**src/include/gesture_consts.svh**
```systemverilog
`ifndef GESTURE_CONSTS_SVH
`define GESTURE_CONSTS_SVH

////////////////////////////////////////////////////////////
// Bus timing in system clocks
////////////////////////////////////////////////////////////
`define SCL_PERIOD       16          // Clocks per SCL period
`define SCL_HIGH         8           // SCL high at start of each period

////////////////////////////////////////////////////////////
// Sensor transaction
////////////////////////////////////////////////////////////
`define SLAVE_ADDR       7'h73       // 7-bit sensor address
`define GESTURE_REG      8'h43       // Gesture flag register
`define GESTURE_BYTES    2           // Bytes per burst
`define BYTE_BITS        8

`define HOLDOFF_CYCLES   64          // Idle clocks after STOP

`endif

```
**src/hdl/gesture_pkg.sv**
```systemverilog
`default_nettype none

`include "gesture_consts.svh"

package gesture_pkg;

   typedef enum logic [3:0]
   {
      ST_IDLE,
      ST_START,
      ST_SLAVE_ADDR,
      ST_ADDR_ACK,
      ST_REG,
      ST_REG_ACK,
      ST_RSTART,       // Repeated START before read address
      ST_DATA,
      ST_MASTER_ACK,
      ST_STOP,
      ST_HOLDOFF
   } i2c_state_e;

   typedef struct packed
   {
      logic rise;      // Single-cycle pulse
      logic fall;      // Single-cycle pulse
      logic high;      // Level, SCL settled high
   } scl_mark_t;

   typedef struct packed
   {
      logic                  load;
      logic [`BYTE_BITS-1:0] tx_byte;   // All ones when receiving
      logic                  rx_mode;
      logic                  ack_out;   // 0 = ACK, 1 = NACK
      logic                  run;
   } bit_cmd_t;

   typedef struct packed
   {
      logic                  byte_done;
      logic [`BYTE_BITS-1:0] rx_byte;
      logic                  ack_in;
   } bit_status_t;

   // First byte read sits in the low byte
   typedef logic [`GESTURE_BYTES*`BYTE_BITS-1:0] gesture_flags_t;

endpackage

`default_nettype wire

```
**src/hdl/gesture_reader_top.sv**
```systemverilog
`default_nettype none

module gesture_reader_top
(
   input  wire                          Clk_i,
   input  wire                          Reset_i,
   input  wire                          enable_i,
   input  wire                          int_n_i,
   input  wire                          sda_i,
   output logic                         scl_o,
   output logic                         sda_pull_o,   // Open-drain pull request
   output gesture_pkg::gesture_flags_t  gesture_flags_o,
   output logic                         gesture_valid_o,
   output logic                         ack_error_o
);

   gesture_pkg::scl_mark_t   scl_mark;
   gesture_pkg::bit_cmd_t    bit_cmd;
   gesture_pkg::bit_status_t bit_status;
   logic                     timer_run;
   logic                     engine_pull;
   logic                     seq_pull;

   assign sda_pull_o = engine_pull | seq_pull;   // Engine owns bytes, sequencer owns edges

   scl_timer timer0
   (
      .Clk_i   (Clk_i),
      .Reset_i (Reset_i),
      .run_i   (timer_run),
      .scl_o   (scl_o),
      .mark_o  (scl_mark)
   );

   i2c_bit_engine engine0
   (
      .Clk_i      (Clk_i),
      .Reset_i    (Reset_i),
      .mark_i     (scl_mark),
      .cmd_i      (bit_cmd),
      .sda_i      (sda_i),
      .sda_pull_o (engine_pull),
      .status_o   (bit_status)
   );

   read_sequencer seq0
   (
      .Clk_i       (Clk_i),
      .Reset_i     (Reset_i),
      .enable_i    (enable_i),
      .int_n_i     (int_n_i),
      .mark_i      (scl_mark),
      .status_i    (bit_status),
      .run_o       (timer_run),
      .cmd_o       (bit_cmd),
      .sda_pull_o  (seq_pull),
      .flags_o     (gesture_flags_o),
      .valid_o     (gesture_valid_o),
      .ack_error_o (ack_error_o)
   );

endmodule

`default_nettype wire

```
**src/hdl/i2c_bit_engine.sv**
```systemverilog
`default_nettype none

`include "gesture_consts.svh"

module i2c_bit_engine
(
   input  wire                       Clk_i,
   input  wire                       Reset_i,
   input  wire gesture_pkg::scl_mark_t mark_i,
   input  wire gesture_pkg::bit_cmd_t  cmd_i,
   input  wire                       sda_i,
   output logic                      sda_pull_o,
   output gesture_pkg::bit_status_t  status_o
);

   localparam int CNT_W = $clog2(`BYTE_BITS + 1);

   logic                  busy_r;
   logic [CNT_W-1:0]      bit_cnt_r;   // 0..7 data, 8 acknowledge
   logic [`BYTE_BITS-1:0] tx_sh_r;
   logic [`BYTE_BITS-1:0] rx_sh_r;
   logic                  ack_in_r;
   logic                  active;
   logic                  ack_bit;

   assign active  = busy_r & cmd_i.run;
   assign ack_bit = (bit_cnt_r == CNT_W'(`BYTE_BITS));

   ////////////////////////////////////////////////////////////
   // Bit counter, advances on each SCL fall
   ////////////////////////////////////////////////////////////
   always_ff @(posedge Clk_i or negedge Reset_i)
   begin
      if (!Reset_i)
      begin
         busy_r    <= 1'b0;
         bit_cnt_r <= '0;
      end
      else if (cmd_i.load)
      begin
         busy_r    <= 1'b1;
         bit_cnt_r <= '0;
      end
      else if (active && mark_i.fall)
      begin
         if (ack_bit)
            busy_r <= 1'b0;                  // Fall that ends bit 9
         else
            bit_cnt_r <= bit_cnt_r + 1'b1;
      end
   end

   // Shift out after fall, sample on rise
   always_ff @(posedge Clk_i)
   begin
      if (cmd_i.load)
         tx_sh_r <= cmd_i.tx_byte;
      else if (active && mark_i.fall)
         tx_sh_r <= {tx_sh_r[`BYTE_BITS-2:0], 1'b1};

      if (active && mark_i.rise)
      begin
         if (ack_bit)
            ack_in_r <= sda_i;
         else
            rx_sh_r <= {rx_sh_r[`BYTE_BITS-2:0], sda_i};
      end
   end

   always_comb
   begin
      sda_pull_o = 1'b0;
      if (active)
      begin
         if (!ack_bit)
            sda_pull_o = ~tx_sh_r[`BYTE_BITS-1];   // Pull only for zero bits
         else if (cmd_i.rx_mode)
            sda_pull_o = ~cmd_i.ack_out;           // Master ACK pulls low
      end
   end

   assign status_o.byte_done = active & mark_i.fall & ack_bit;
   assign status_o.rx_byte   = rx_sh_r;
   assign status_o.ack_in    = ack_in_r;

endmodule

`default_nettype wire

```
**src/hdl/read_sequencer.sv**
```systemverilog
`default_nettype none

`include "gesture_consts.svh"

module read_sequencer
(
   input  wire                          Clk_i,
   input  wire                          Reset_i,
   input  wire                          enable_i,
   input  wire                          int_n_i,
   input  wire gesture_pkg::scl_mark_t    mark_i,
   input  wire gesture_pkg::bit_status_t  status_i,
   output logic                         run_o,
   output gesture_pkg::bit_cmd_t        cmd_o,
   output logic                         sda_pull_o,
   output gesture_pkg::gesture_flags_t  flags_o,
   output logic                         valid_o,
   output logic                         ack_error_o
);

   localparam int IDX_W  = (`GESTURE_BYTES > 1) ? $clog2(`GESTURE_BYTES) : 1;
   localparam int HOLD_W = $clog2(`HOLDOFF_CYCLES + 1);
   localparam int BIT_W  = $clog2(`BYTE_BITS);
   localparam logic [IDX_W-1:0] LAST_IDX = IDX_W'(`GESTURE_BYTES - 1);

   gesture_pkg::i2c_state_e     state_r;
   logic                        run_r;
   logic                        seq_pull_r;
   logic                        load_r;
   logic                        read_r;      // Second address phase
   logic                        err_r;
   logic                        valid_r;
   logic                        ack_err_r;
   logic [BIT_W-1:0]            fall_cnt_r;
   logic [IDX_W-1:0]            byte_idx_r;
   logic [HOLD_W-1:0]           hold_cnt_r;
   gesture_pkg::gesture_flags_t flags_r;
   gesture_pkg::gesture_flags_t shadow_r;
   logic [`BYTE_BITS-1:0]       tx_r;
   logic [`BYTE_BITS-1:0]       tx_nx;
   logic                        rx_mode_r;
   logic                        rx_nx;
   logic                        ack_out_r;
   logic                        ack_nx;
   logic                        load_go;
   logic                        bits_sent;
   logic                        slave_nack;

   assign bits_sent  = mark_i.fall && (fall_cnt_r == BIT_W'(`BYTE_BITS - 1));
   assign slave_nack = status_i.byte_done & status_i.ack_in;

   ////////////////////////////////////////////////////////////
   // Next byte command, issued right after an SCL fall
   ////////////////////////////////////////////////////////////
   always_comb
   begin
      load_go = 1'b0;
      tx_nx   = '1;
      rx_nx   = 1'b0;
      ack_nx  = 1'b1;
      case (state_r)
         gesture_pkg::ST_START:
            if (mark_i.fall)
            begin
               load_go = 1'b1;
               tx_nx   = {`SLAVE_ADDR, read_r};   // R/W in bit 0
            end
         gesture_pkg::ST_ADDR_ACK:
            if (status_i.byte_done && !status_i.ack_in)
            begin
               load_go = 1'b1;
               if (read_r)
               begin
                  rx_nx  = 1'b1;
                  ack_nx = (LAST_IDX == '0);
               end
               else
                  tx_nx = `GESTURE_REG;
            end
         gesture_pkg::ST_MASTER_ACK:
            if (status_i.byte_done && byte_idx_r != LAST_IDX)
            begin
               load_go = 1'b1;
               rx_nx   = 1'b1;
               ack_nx  = (byte_idx_r + 1'b1 == LAST_IDX);   // NACK the last byte
            end
         default:
            load_go = 1'b0;
      endcase
   end

   ////////////////////////////////////////////////////////////
   // Transaction FSM
   ////////////////////////////////////////////////////////////
   always_ff @(posedge Clk_i or negedge Reset_i)
   begin
      if (!Reset_i)
      begin
         state_r    <= gesture_pkg::ST_IDLE;
         run_r      <= 1'b0;
         seq_pull_r <= 1'b0;
         load_r     <= 1'b0;
         read_r     <= 1'b0;
         err_r      <= 1'b0;
         valid_r    <= 1'b0;
         ack_err_r  <= 1'b0;
         fall_cnt_r <= '0;
         byte_idx_r <= '0;
         hold_cnt_r <= '0;
         flags_r    <= '0;
      end
      else
      begin
         load_r    <= load_go;
         valid_r   <= 1'b0;
         ack_err_r <= 1'b0;
         if (load_go)
            fall_cnt_r <= '0;
         else if (mark_i.fall)
            fall_cnt_r <= fall_cnt_r + 1'b1;

         case (state_r)
            gesture_pkg::ST_IDLE:
               if (enable_i && !int_n_i)
               begin
                  state_r    <= gesture_pkg::ST_START;
                  run_r      <= 1'b1;
                  seq_pull_r <= 1'b1;                   // START, SCL still high
                  read_r     <= 1'b0;
                  err_r      <= 1'b0;
               end
            gesture_pkg::ST_START:
               if (mark_i.fall)
               begin
                  state_r    <= gesture_pkg::ST_SLAVE_ADDR;
                  seq_pull_r <= 1'b0;                   // Engine takes SDA
               end
            gesture_pkg::ST_SLAVE_ADDR:
               if (bits_sent)
                  state_r <= gesture_pkg::ST_ADDR_ACK;
            gesture_pkg::ST_ADDR_ACK:
               if (slave_nack)
               begin
                  state_r    <= gesture_pkg::ST_STOP;
                  seq_pull_r <= 1'b1;
                  err_r      <= 1'b1;
               end
               else if (status_i.byte_done)
               begin
                  state_r    <= read_r ? gesture_pkg::ST_DATA : gesture_pkg::ST_REG;
                  byte_idx_r <= '0;
               end
            gesture_pkg::ST_REG:
               if (bits_sent)
                  state_r <= gesture_pkg::ST_REG_ACK;
            gesture_pkg::ST_REG_ACK:
               if (slave_nack)
               begin
                  state_r    <= gesture_pkg::ST_STOP;
                  seq_pull_r <= 1'b1;
                  err_r      <= 1'b1;
               end
               else if (status_i.byte_done)
                  state_r <= gesture_pkg::ST_RSTART;
            gesture_pkg::ST_RSTART:
               if (mark_i.high)
               begin
                  state_r    <= gesture_pkg::ST_START;
                  seq_pull_r <= 1'b1;                   // SDA falls while SCL high
                  read_r     <= 1'b1;
               end
            gesture_pkg::ST_DATA:
               if (bits_sent)
                  state_r <= gesture_pkg::ST_MASTER_ACK;
            gesture_pkg::ST_MASTER_ACK:
               if (status_i.byte_done)
               begin
                  if (byte_idx_r == LAST_IDX)
                  begin
                     state_r    <= gesture_pkg::ST_STOP;
                     seq_pull_r <= 1'b1;                // Hold SDA low through SCL low
                  end
                  else
                  begin
                     state_r    <= gesture_pkg::ST_DATA;
                     byte_idx_r <= byte_idx_r + 1'b1;
                  end
               end
            gesture_pkg::ST_STOP:
               if (mark_i.high)
               begin
                  state_r    <= gesture_pkg::ST_HOLDOFF;
                  seq_pull_r <= 1'b0;                   // SDA rises while SCL high
                  run_r      <= 1'b0;
                  hold_cnt_r <= '0;
                  valid_r    <= ~err_r;
                  ack_err_r  <= err_r;
                  if (!err_r)
                     flags_r <= shadow_r;
               end
            gesture_pkg::ST_HOLDOFF:
               if (hold_cnt_r == HOLD_W'(`HOLDOFF_CYCLES - 1))
                  state_r <= gesture_pkg::ST_IDLE;
               else
                  hold_cnt_r <= hold_cnt_r + 1'b1;
            default:
               state_r <= gesture_pkg::ST_IDLE;
         endcase
      end
   end

   always_ff @(posedge Clk_i)
   begin
      if (load_go)
      begin
         tx_r      <= tx_nx;
         rx_mode_r <= rx_nx;
         ack_out_r <= ack_nx;
      end
      if (state_r == gesture_pkg::ST_MASTER_ACK && status_i.byte_done)
         shadow_r[byte_idx_r*`BYTE_BITS +: `BYTE_BITS] <= status_i.rx_byte;
   end

   assign run_o         = run_r;
   assign sda_pull_o    = seq_pull_r;
   assign cmd_o.load    = load_r;
   assign cmd_o.tx_byte = tx_r;
   assign cmd_o.rx_mode = rx_mode_r;
   assign cmd_o.ack_out = ack_out_r;
   assign cmd_o.run     = state_r inside {gesture_pkg::ST_SLAVE_ADDR, gesture_pkg::ST_ADDR_ACK,
                                          gesture_pkg::ST_REG, gesture_pkg::ST_REG_ACK,
                                          gesture_pkg::ST_DATA, gesture_pkg::ST_MASTER_ACK};
   assign flags_o       = flags_r;
   assign valid_o       = valid_r;
   assign ack_error_o   = ack_err_r;

endmodule

`default_nettype wire

```
**src/hdl/scl_timer.sv**
```systemverilog
`default_nettype none

`include "gesture_consts.svh"

module scl_timer
(
   input  wire                     Clk_i,
   input  wire                     Reset_i,
   input  wire                     run_i,
   output logic                    scl_o,
   output gesture_pkg::scl_mark_t  mark_o
);

   localparam int CNT_W = $clog2(`SCL_PERIOD);

   logic [CNT_W-1:0] cnt_r;
   logic [CNT_W-1:0] cnt_nx;
   logic             scl_r;
   logic             scl_d_r;

   assign cnt_nx = (cnt_r == CNT_W'(`SCL_PERIOD - 1)) ? '0 : cnt_r + 1'b1;

   always_ff @(posedge Clk_i or negedge Reset_i)
   begin
      if (!Reset_i)
      begin
         cnt_r   <= '0;
         scl_r   <= 1'b1;
         scl_d_r <= 1'b1;
      end
      else
      begin
         scl_d_r <= scl_r;
         if (run_i)
         begin
            cnt_r <= cnt_nx;
            scl_r <= (cnt_nx < CNT_W'(`SCL_HIGH));   // High for first part of period
         end
         else
         begin
            cnt_r <= '0;
            scl_r <= 1'b1;                           // Bus idles high
         end
      end
   end

   assign scl_o       = scl_r;
   assign mark_o.rise = scl_r & ~scl_d_r;
   assign mark_o.fall = ~scl_r & scl_d_r;
   assign mark_o.high = scl_r & scl_d_r;

endmodule

`default_nettype wire

```
**config.mk**
```make
export PLATFORM = sky130hd
export DESIGN_NAME = gesture_reader_top
export DESIGN_NICKNAME = d
export VERILOG_FILES = /design/src/hdl/gesture_pkg.sv /design/src/hdl/gesture_reader_top.sv /design/src/hdl/i2c_bit_engine.sv /design/src/hdl/read_sequencer.sv /design/src/hdl/scl_timer.sv
export VERILOG_INCLUDE_DIRS = /design/src /design/src/include
export SDC_FILE = /design/constraint.sdc
export NUM_CORES = 1
export LEC_CHECK = 0
export ABC_AREA = 1
export BUFFER_PORTS_ARGS = -buffer_cell sky130_fd_sc_hd__buf_2
export CELL_PAD_IN_SITES_DETAIL_PLACEMENT = 1
export CELL_PAD_IN_SITES_GLOBAL_PLACEMENT = 1
export CORE_MARGIN = 4
export CORE_UTILIZATION = 35
export DETAILED_ROUTE_END_ITERATION = 10
export GPL_ROUTABILITY_DRIVEN = 0
export PLACE_DENSITY_LB_ADDON = 0.1
export SYNTH_ARGS = -nofsm -noshare
export SYNTH_HDL_FRONTEND = slang
export SYNTH_SLANG_ARGS = --single-unit
```
**constraint.sdc**
```tcl
create_clock -name Clk_i -period 3 [get_ports Clk_i]
set_clock_uncertainty 0.15 [all_clocks]
set_input_delay 0.6 -clock Clk_i [delete_from_list [all_inputs] [get_ports Clk_i]]
set_output_delay 0.6 -clock Clk_i [all_outputs]
set_load 0.02 [all_outputs]
```
### Word level (Yosys, flattened, before mapping)

Cells that the tools add are included.

| storage, ports and cells | value |
|---|---|
| bits of input ports | 5 |
| bits in latches | 0 |
| logic and storage cells | 184 |
| bits in read-only memories | 0 |
| bits in writable memories | 0 |
| flip-flop bits (word level) | 92 |
| output and inout bits | 20 |
| memories | 0 |

| cells by class | value |
|---|---|
| bitwise gates (word level) | 15 |
| shifts and indexed selects | 2 |
| $add $sub $neg | 6 |
| $lt $le $gt $ge | 1 |
| mux-type cells | 72 |
| $mul | 0 |
| reductions and logical operators | 33 |
| equality and inequality tests | 31 |
| divide/modulo/power cells | 0 |

Operator list:

| cell | count |
|---|---|
| $mux W4 | 19 |
| $pmux W4 S11 | 1 |
| $neg A4 Y34 | 1 |
| $shift A8 B34 Y16 const A | 1 |
| $shiftx A8 B34 Y16 | 1 |
| $mux W8 | 4 |
| $mux W1 | 31 |
| $eq A4 B4 Y1 const B | 5 |
| $ne A2 B1 Y1 const B | 10 |
| $bwmux W16 | 1 |
| $eq A4 B3 Y1 const B | 4 |
| $pmux W8 S2 | 1 |
| $reduce_bool A2 Y1 | 8 |
| $reduce_and A3 Y1 | 5 |
| $mux W7 | 2 |
| $pmux W7 S2 | 1 |
| $pmux W1 S2 | 6 |
| $reduce_bool A6 Y1 | 2 |
| $reduce_and A11 Y1 | 1 |
| $ne A2 B2 Y1 const B | 5 |
| $add A4 B1 Y4 const B | 2 |
| $eq A4 B2 Y1 const B | 2 |
| $reduce_and A2 Y1 | 4 |
| $reduce_and A8 Y1 | 1 |
| other kinds (21) | 42 |

### Logic depth before layout (Yosys ltp)

| logic depth | value |
|---|---|
| depth after elaboration | 9 |
| gate-level depth with buffers | 13 |
| depth with buffers taken out | 13 |

### Hierarchy

Synthesis repeated with hierarchy kept, for this count alone.

| unflattened totals | value |
|---|---|
| cell total of the unflattened synthesis | 455 |
| area, all modules | 4086.4 sq um |

By module, submodules not included:

| module | area each (sq um) | seq. area each (sq um) | cells each | instances |
|---|---|---|---|---|
| read_sequencer | 2832.7 | 1581.5 | 335 | 1 |
| i2c_bit_engine | 984.7 | 635.6 | 89 | 1 |
| scl_timer | 257.7 | 152.6 | 28 | 1 |
| gesture_reader_top | 11.3 | 0.0 | 3 | 1 |

### Worst setup path before layout

Ideal clock, no wire load.

| timing | value |
|---|---|
| path kind | register -> register |
| start point | register engine0.bit_cnt_r[0] |
| end point | register seq0.shadow_r[10], enable pin |
| data required time | 2467 ps |
| stages on the path, launching flop included | 7 |
| slack | 750 ps |
| arrival | 1716 ps |
| path through | dfrtp_1 inv_1 ha_1 nand3_1 inv_1 nand4_4 nor3_1 |

| between the ends | value |
|---|---|
| word-level cells in the longest chain between the ends | 3 |

RTL lines:

| element | RTL line | RTL |
|---|---|---|
| start, declared | i2c_bit_engine.sv:19 | `logic [CNT_W-1:0] bit_cnt_r;` |
| start signal, assigned | i2c_bit_engine.sv:49 | `bit_cnt_r <= bit_cnt_r + 1'b1;` |
| $eq A4 B4 Y1 | i2c_bit_engine.sv:27 | `` assign ack_bit = (bit_cnt_r == CNT_W'(`BYTE_BITS)); `` |
| $and A1 B1 Y1 | i2c_bit_engine.sv:82 | `assign status_o.byte_done = active & mark_i.fall & ack_bit;` |
| $logic_and A1 B1 Y1 | read_sequencer.sv:220 | `if (state_r == gesture_pkg::ST_MASTER_ACK && status_i.byte_done)` |
| end signal, assigned by index | read_sequencer.sv:221 | `` shadow_r[byte_idx_r*`BYTE_BITS +: `BYTE_BITS] <= status_i.rx_byte; `` |
| end, declared | read_sequencer.sv:38 | `gesture_pkg::gesture_flags_t shadow_r;` |

No other way between the ends.
A chain may end at the register's enable or synchronous reset.

### Worst setup path after layout

| timing | value |
|---|---|
| start point | register engine0.bit_cnt_r[0] |
| end point | output sda_pull_o |

| between the ends | value |
|---|---|
| word-level cells in the longest chain between the ends | 4 |

RTL lines:

| element | RTL line | RTL |
|---|---|---|
| $eq A4 B4 Y1 | i2c_bit_engine.sv:27 |  |
| $mux W1 | i2c_bit_engine.sv:75 | `if (!ack_bit)` |
| $mux W1 | i2c_bit_engine.sv:73 | `if (active)` |
| $or A1 B1 Y1 | gesture_reader_top.sv:24 | `assign sda_pull_o = engine_pull \| seq_pull;` |
| end, declared | gesture_reader_top.sv:11 | `output logic sda_pull_o,` |

No other way between the ends.

==> run_results.csv <==
group,metric,value,unit
run_status,outcome,"finished clean",
logic_synthesis,synth_cell_types,34,
layout,drive_gt1_share,16.78,%
worst_setup_path,critical_path.slowest_cell,"dfrtp_1",
logic_synthesis,synth_async_sr_flop_share,56.32,%
worst_setup_path,r2r_slack,0.73,ns
floorplanning,start_util,36.08,%
drt,via_per_inst,4.642,
worst_setup_path,worstPathMaxFanout,5,
clock_tree,cts_tree,"done",
drt,met2WireLength,3.990,mm
global_route,overflow,0,
floorplanning,dieArea,13030,sq um
sta,fin_crit_sh,88.90,%
clock_tree,cts_setup_buffers,0,
sta,tightest_slew,0.7789,ns
clock_tree,cts.sinks,87,
layout,mostFrequentLayoutCells,"nand2_1, inv_1, dfrtp_1",
logic_synthesis,synthCells,416,
global_route,grt_start_max_net_pins,50,
drt,top_layer_used,"met4",
global_route,track_usage,13.79,%
logic_synthesis,synth_warnings,0,
logic_synthesis,ys_seq_area_share,60.07,%
sta,fin_crit,2.667,ns
placement,dp_hpwl,6.097,mm
sta,fmax,0.3749,GHz
worst_setup_path,r2r_cells,8,
drt,num_vias,2753,
floorplanning,core_region_area,10940,sq um
worst_setup_path,crit_top_cell,"inv_1",
worst_setup_path,path_delay_family,"buffers and inverters",
layout,area_growth,14.62,%
sta,maxSlewHeadroom,47.60,%
worst_setup_path,r2r_start,"seq0.state_r[1]",
logic_synthesis,ys.flop_type,"dfrtp_1",
logic_synthesis,synth-edff-count,38,
worst_setup_path,timing.rr.end,"engine0.rx_sh_r[0]",
drt,wl_met1,3.857,mm
sta,setup_violations,0,
layout,layout_commonest_cell,"nand2_1",
placement,io_buffer_count,24,
drt,ant_nets,0,
min_path,hold_path.class,"input pin to async pin",
sta,hold_violations,0,
drt,drt_wl_total,8.195,mm
floorplanning,fp.dieW,114.2,um
power_and_ir_drop,pwr_density_cell,970.2,nW/um^2
sta,slew_violations,0,
logic_synthesis,syn_area,3945,sq um
clock_tree,ctsHtreeMaxLevel,3,
worst_setup_path,path_cells,"inv_1 > ha_1 > nand3_1 > inv_1 > o21ai_0 > a41o_1 > buf_2",
clock_tree,cts_made_buffers,9,
power_and_ir_drop,p_leak,2.217,nW
worst_setup_path,crit_type,"register to primary output",
sta,tns,0,ns
drt,routed-wl-met3,209,um
layout,antennaDiodeCount,0,
global_route,grt_pass1_wl,14.11,mm
clock_tree,cts_hold_buf,0,
clock_tree,clock-root-buffer,"clkbuf_16",
drt,wl_per_cell,13.82,um
floorplanning,rows,38,
clock_tree,post_cts_resized,0,
logic_synthesis,synth_nets,427,
layout,n_fill_cell,1312,
worst_setup_path,cp.arrival,1.92,ns
drt,dr.pass1.iters,4,
logic_synthesis,avgSynthCellArea,9.483,sq um
worst_setup_path,critPathBufInv,3,
layout,finalNetCount,460,
logic_synthesis,ys_ff_latch,87,
worst_setup_path,crit_path_end_kind,"primary output",
worst_setup_path,cpPeakStageDelay,0.40,ns
power_and_ir_drop,irDropWorstVdd,0.3693,mV
clock_tree,worst_skew_pair.late_latency,0.33,ns
clock_tree,clock_tree.buffer_depth,2,
global_route,grt_pass1_vias,2867,
global_route,antenna_found_initial,0,
worst_setup_path,crit_required,2.25,ns
flow_run,cap_violations,0,
drt,drt-initial-drc-count,119,
drt,drcViolationCount,0,
power_and_ir_drop,p_total,4.387,mW
clock_tree,path_clk_slew,0.06,ns
floorplanning,die_height,114.2,um
sta,rsz0062_at_grt,"false",
floorplanning,io-pin-count,25,
worst_setup_path,cp-start-kind,"register",
-- cell usage after synthesis (3+ instances only) --
library cell	count	area [sq um]
a21oi_1	8	40.04
dfrtp_1	47	1176
edfxtp_1	38	1141
ha_1	6	75.07
inv_1	55	206.5
inv_2	6	22.52
nand2_1	133	499.2
nand2_2	4	25.02
nand3_1	16	80.08
nand3_2	4	40.04
nor2_1	32	120.1
nor2_2	6	37.54
nor2_4	7	78.83
nor3_1	4	20.02
o21ai_0	18	90.09
or2_2	3	18.77
xnor2_1	3	26.28
xor2_1	3	26.28
-- metrics by stage --
step           util (%)  cells  instance area, sq um  worst slack [ns]  hold slack (ns)
2_1_floorplan         -    416                  3945            0.7504           0.1544
3_3_place_gp      38.79    578                  4242            0.7584           0.2751
3_5_place_dp      38.79    578                  4242            0.6963           0.2760
4_1_cts           41.35    593                  4522            0.3093           0.2577
5_1_grt           41.35    593                  4522            0.2476           0.2864
6_report          41.35    593                  4522            0.3330           0.2294
-- per-layer routing --
metal / vias up / track usage [%]
met5: - / 0
met4: 0 / 5.226
met3: 13 / 2.273
met2: 28 / 23.19
met1: 1324 / 17.88
li1: 1388 / -
-- registers in the layout, summed over array words and instances (netlist names), 3 cells and up --
signal and flops:
seq0.flags_o 16, seq0.shadow_r 16, engine0.rx_sh_r 8, engine0.tx_sh_r 8
seq0.hold_cnt_r 7, engine0.bit_cnt_r 4, seq0.state_r 4, timer0.cnt_r 4
seq0.fall_cnt_r 3, seq0.tx_r 3
-- worst max-delay path by stage --
stage | startpoint | end | slack, ns | cells past startpoint
2_1_floorplan | engine0.bit_cnt_r[0] | seq0.shadow_r[10] | 0.75 | 6
3_3_place_gp | engine0.bit_cnt_r[0] | sda_pull_o | 0.76 | 7
3_5_place_dp | engine0.bit_cnt_r[0] | sda_pull_o | 0.70 | 7
4_1_cts | engine0.bit_cnt_r[0] | sda_pull_o | 0.31 | 7
5_1_grt | engine0.bit_cnt_r[0] | sda_pull_o | 0.25 | 7
6_report | engine0.bit_cnt_r[0] | sda_pull_o | 0.33 | 7
-- cell type report --
| class | count | area [sq um] | area share (%) |
|---|---|---|---|
| sequential | 87 | 2370 | 52.41 |
| clock buffer | 11 | 232.7 | 5.147 |
| multi-input combinational | 263 | 1325 | 29.30 |
| tap | 140 | 175.2 | 3.874 |
| inverter | 61 | 229.0 | 5.064 |
| timing repair buffer | 27 | 142.6 | 3.154 |
| clock inverter | 4 | 47.55 | 1.051 |
-- power breakdown --
part | total (mW) | internal, mW | leakage (nW) | switching [mW]
Clock | 1.07 | 0.638 | 0.135 | 0.435
Sequential | 1.83 | 1.62 | 0.998 | 0.214
Combinational | 1.48 | 0.467 | 1.08 | 1.02
Total | 4.39 | 2.72 | 2.22 | 1.67
-- kinds of logic after synthesis --
family                   count (synthesis)  synth area share, %
AO/OA/AOI/OAI                           34                4.885
XOR/XNOR                                 6                1.332
adder cells (fa/ha/maj)                  6                1.903
buffers and inverters                   66                6.343
flip-flops                              87                60.07
AND/OR/NAND/NOR                        217                25.47
-- worst register-to-register path, cell delays in order (launching register included) --
cell     delay (ns)
dfrtp_1        0.45
inv_2          0.06
nor2_1         0.22
nand2_1        0.11
nand2_1        0.12
nor2_2         0.06
nand2_4        0.10
nand4_1        0.11
nor2_1         0.53
(Power assumes the default switching activity.)
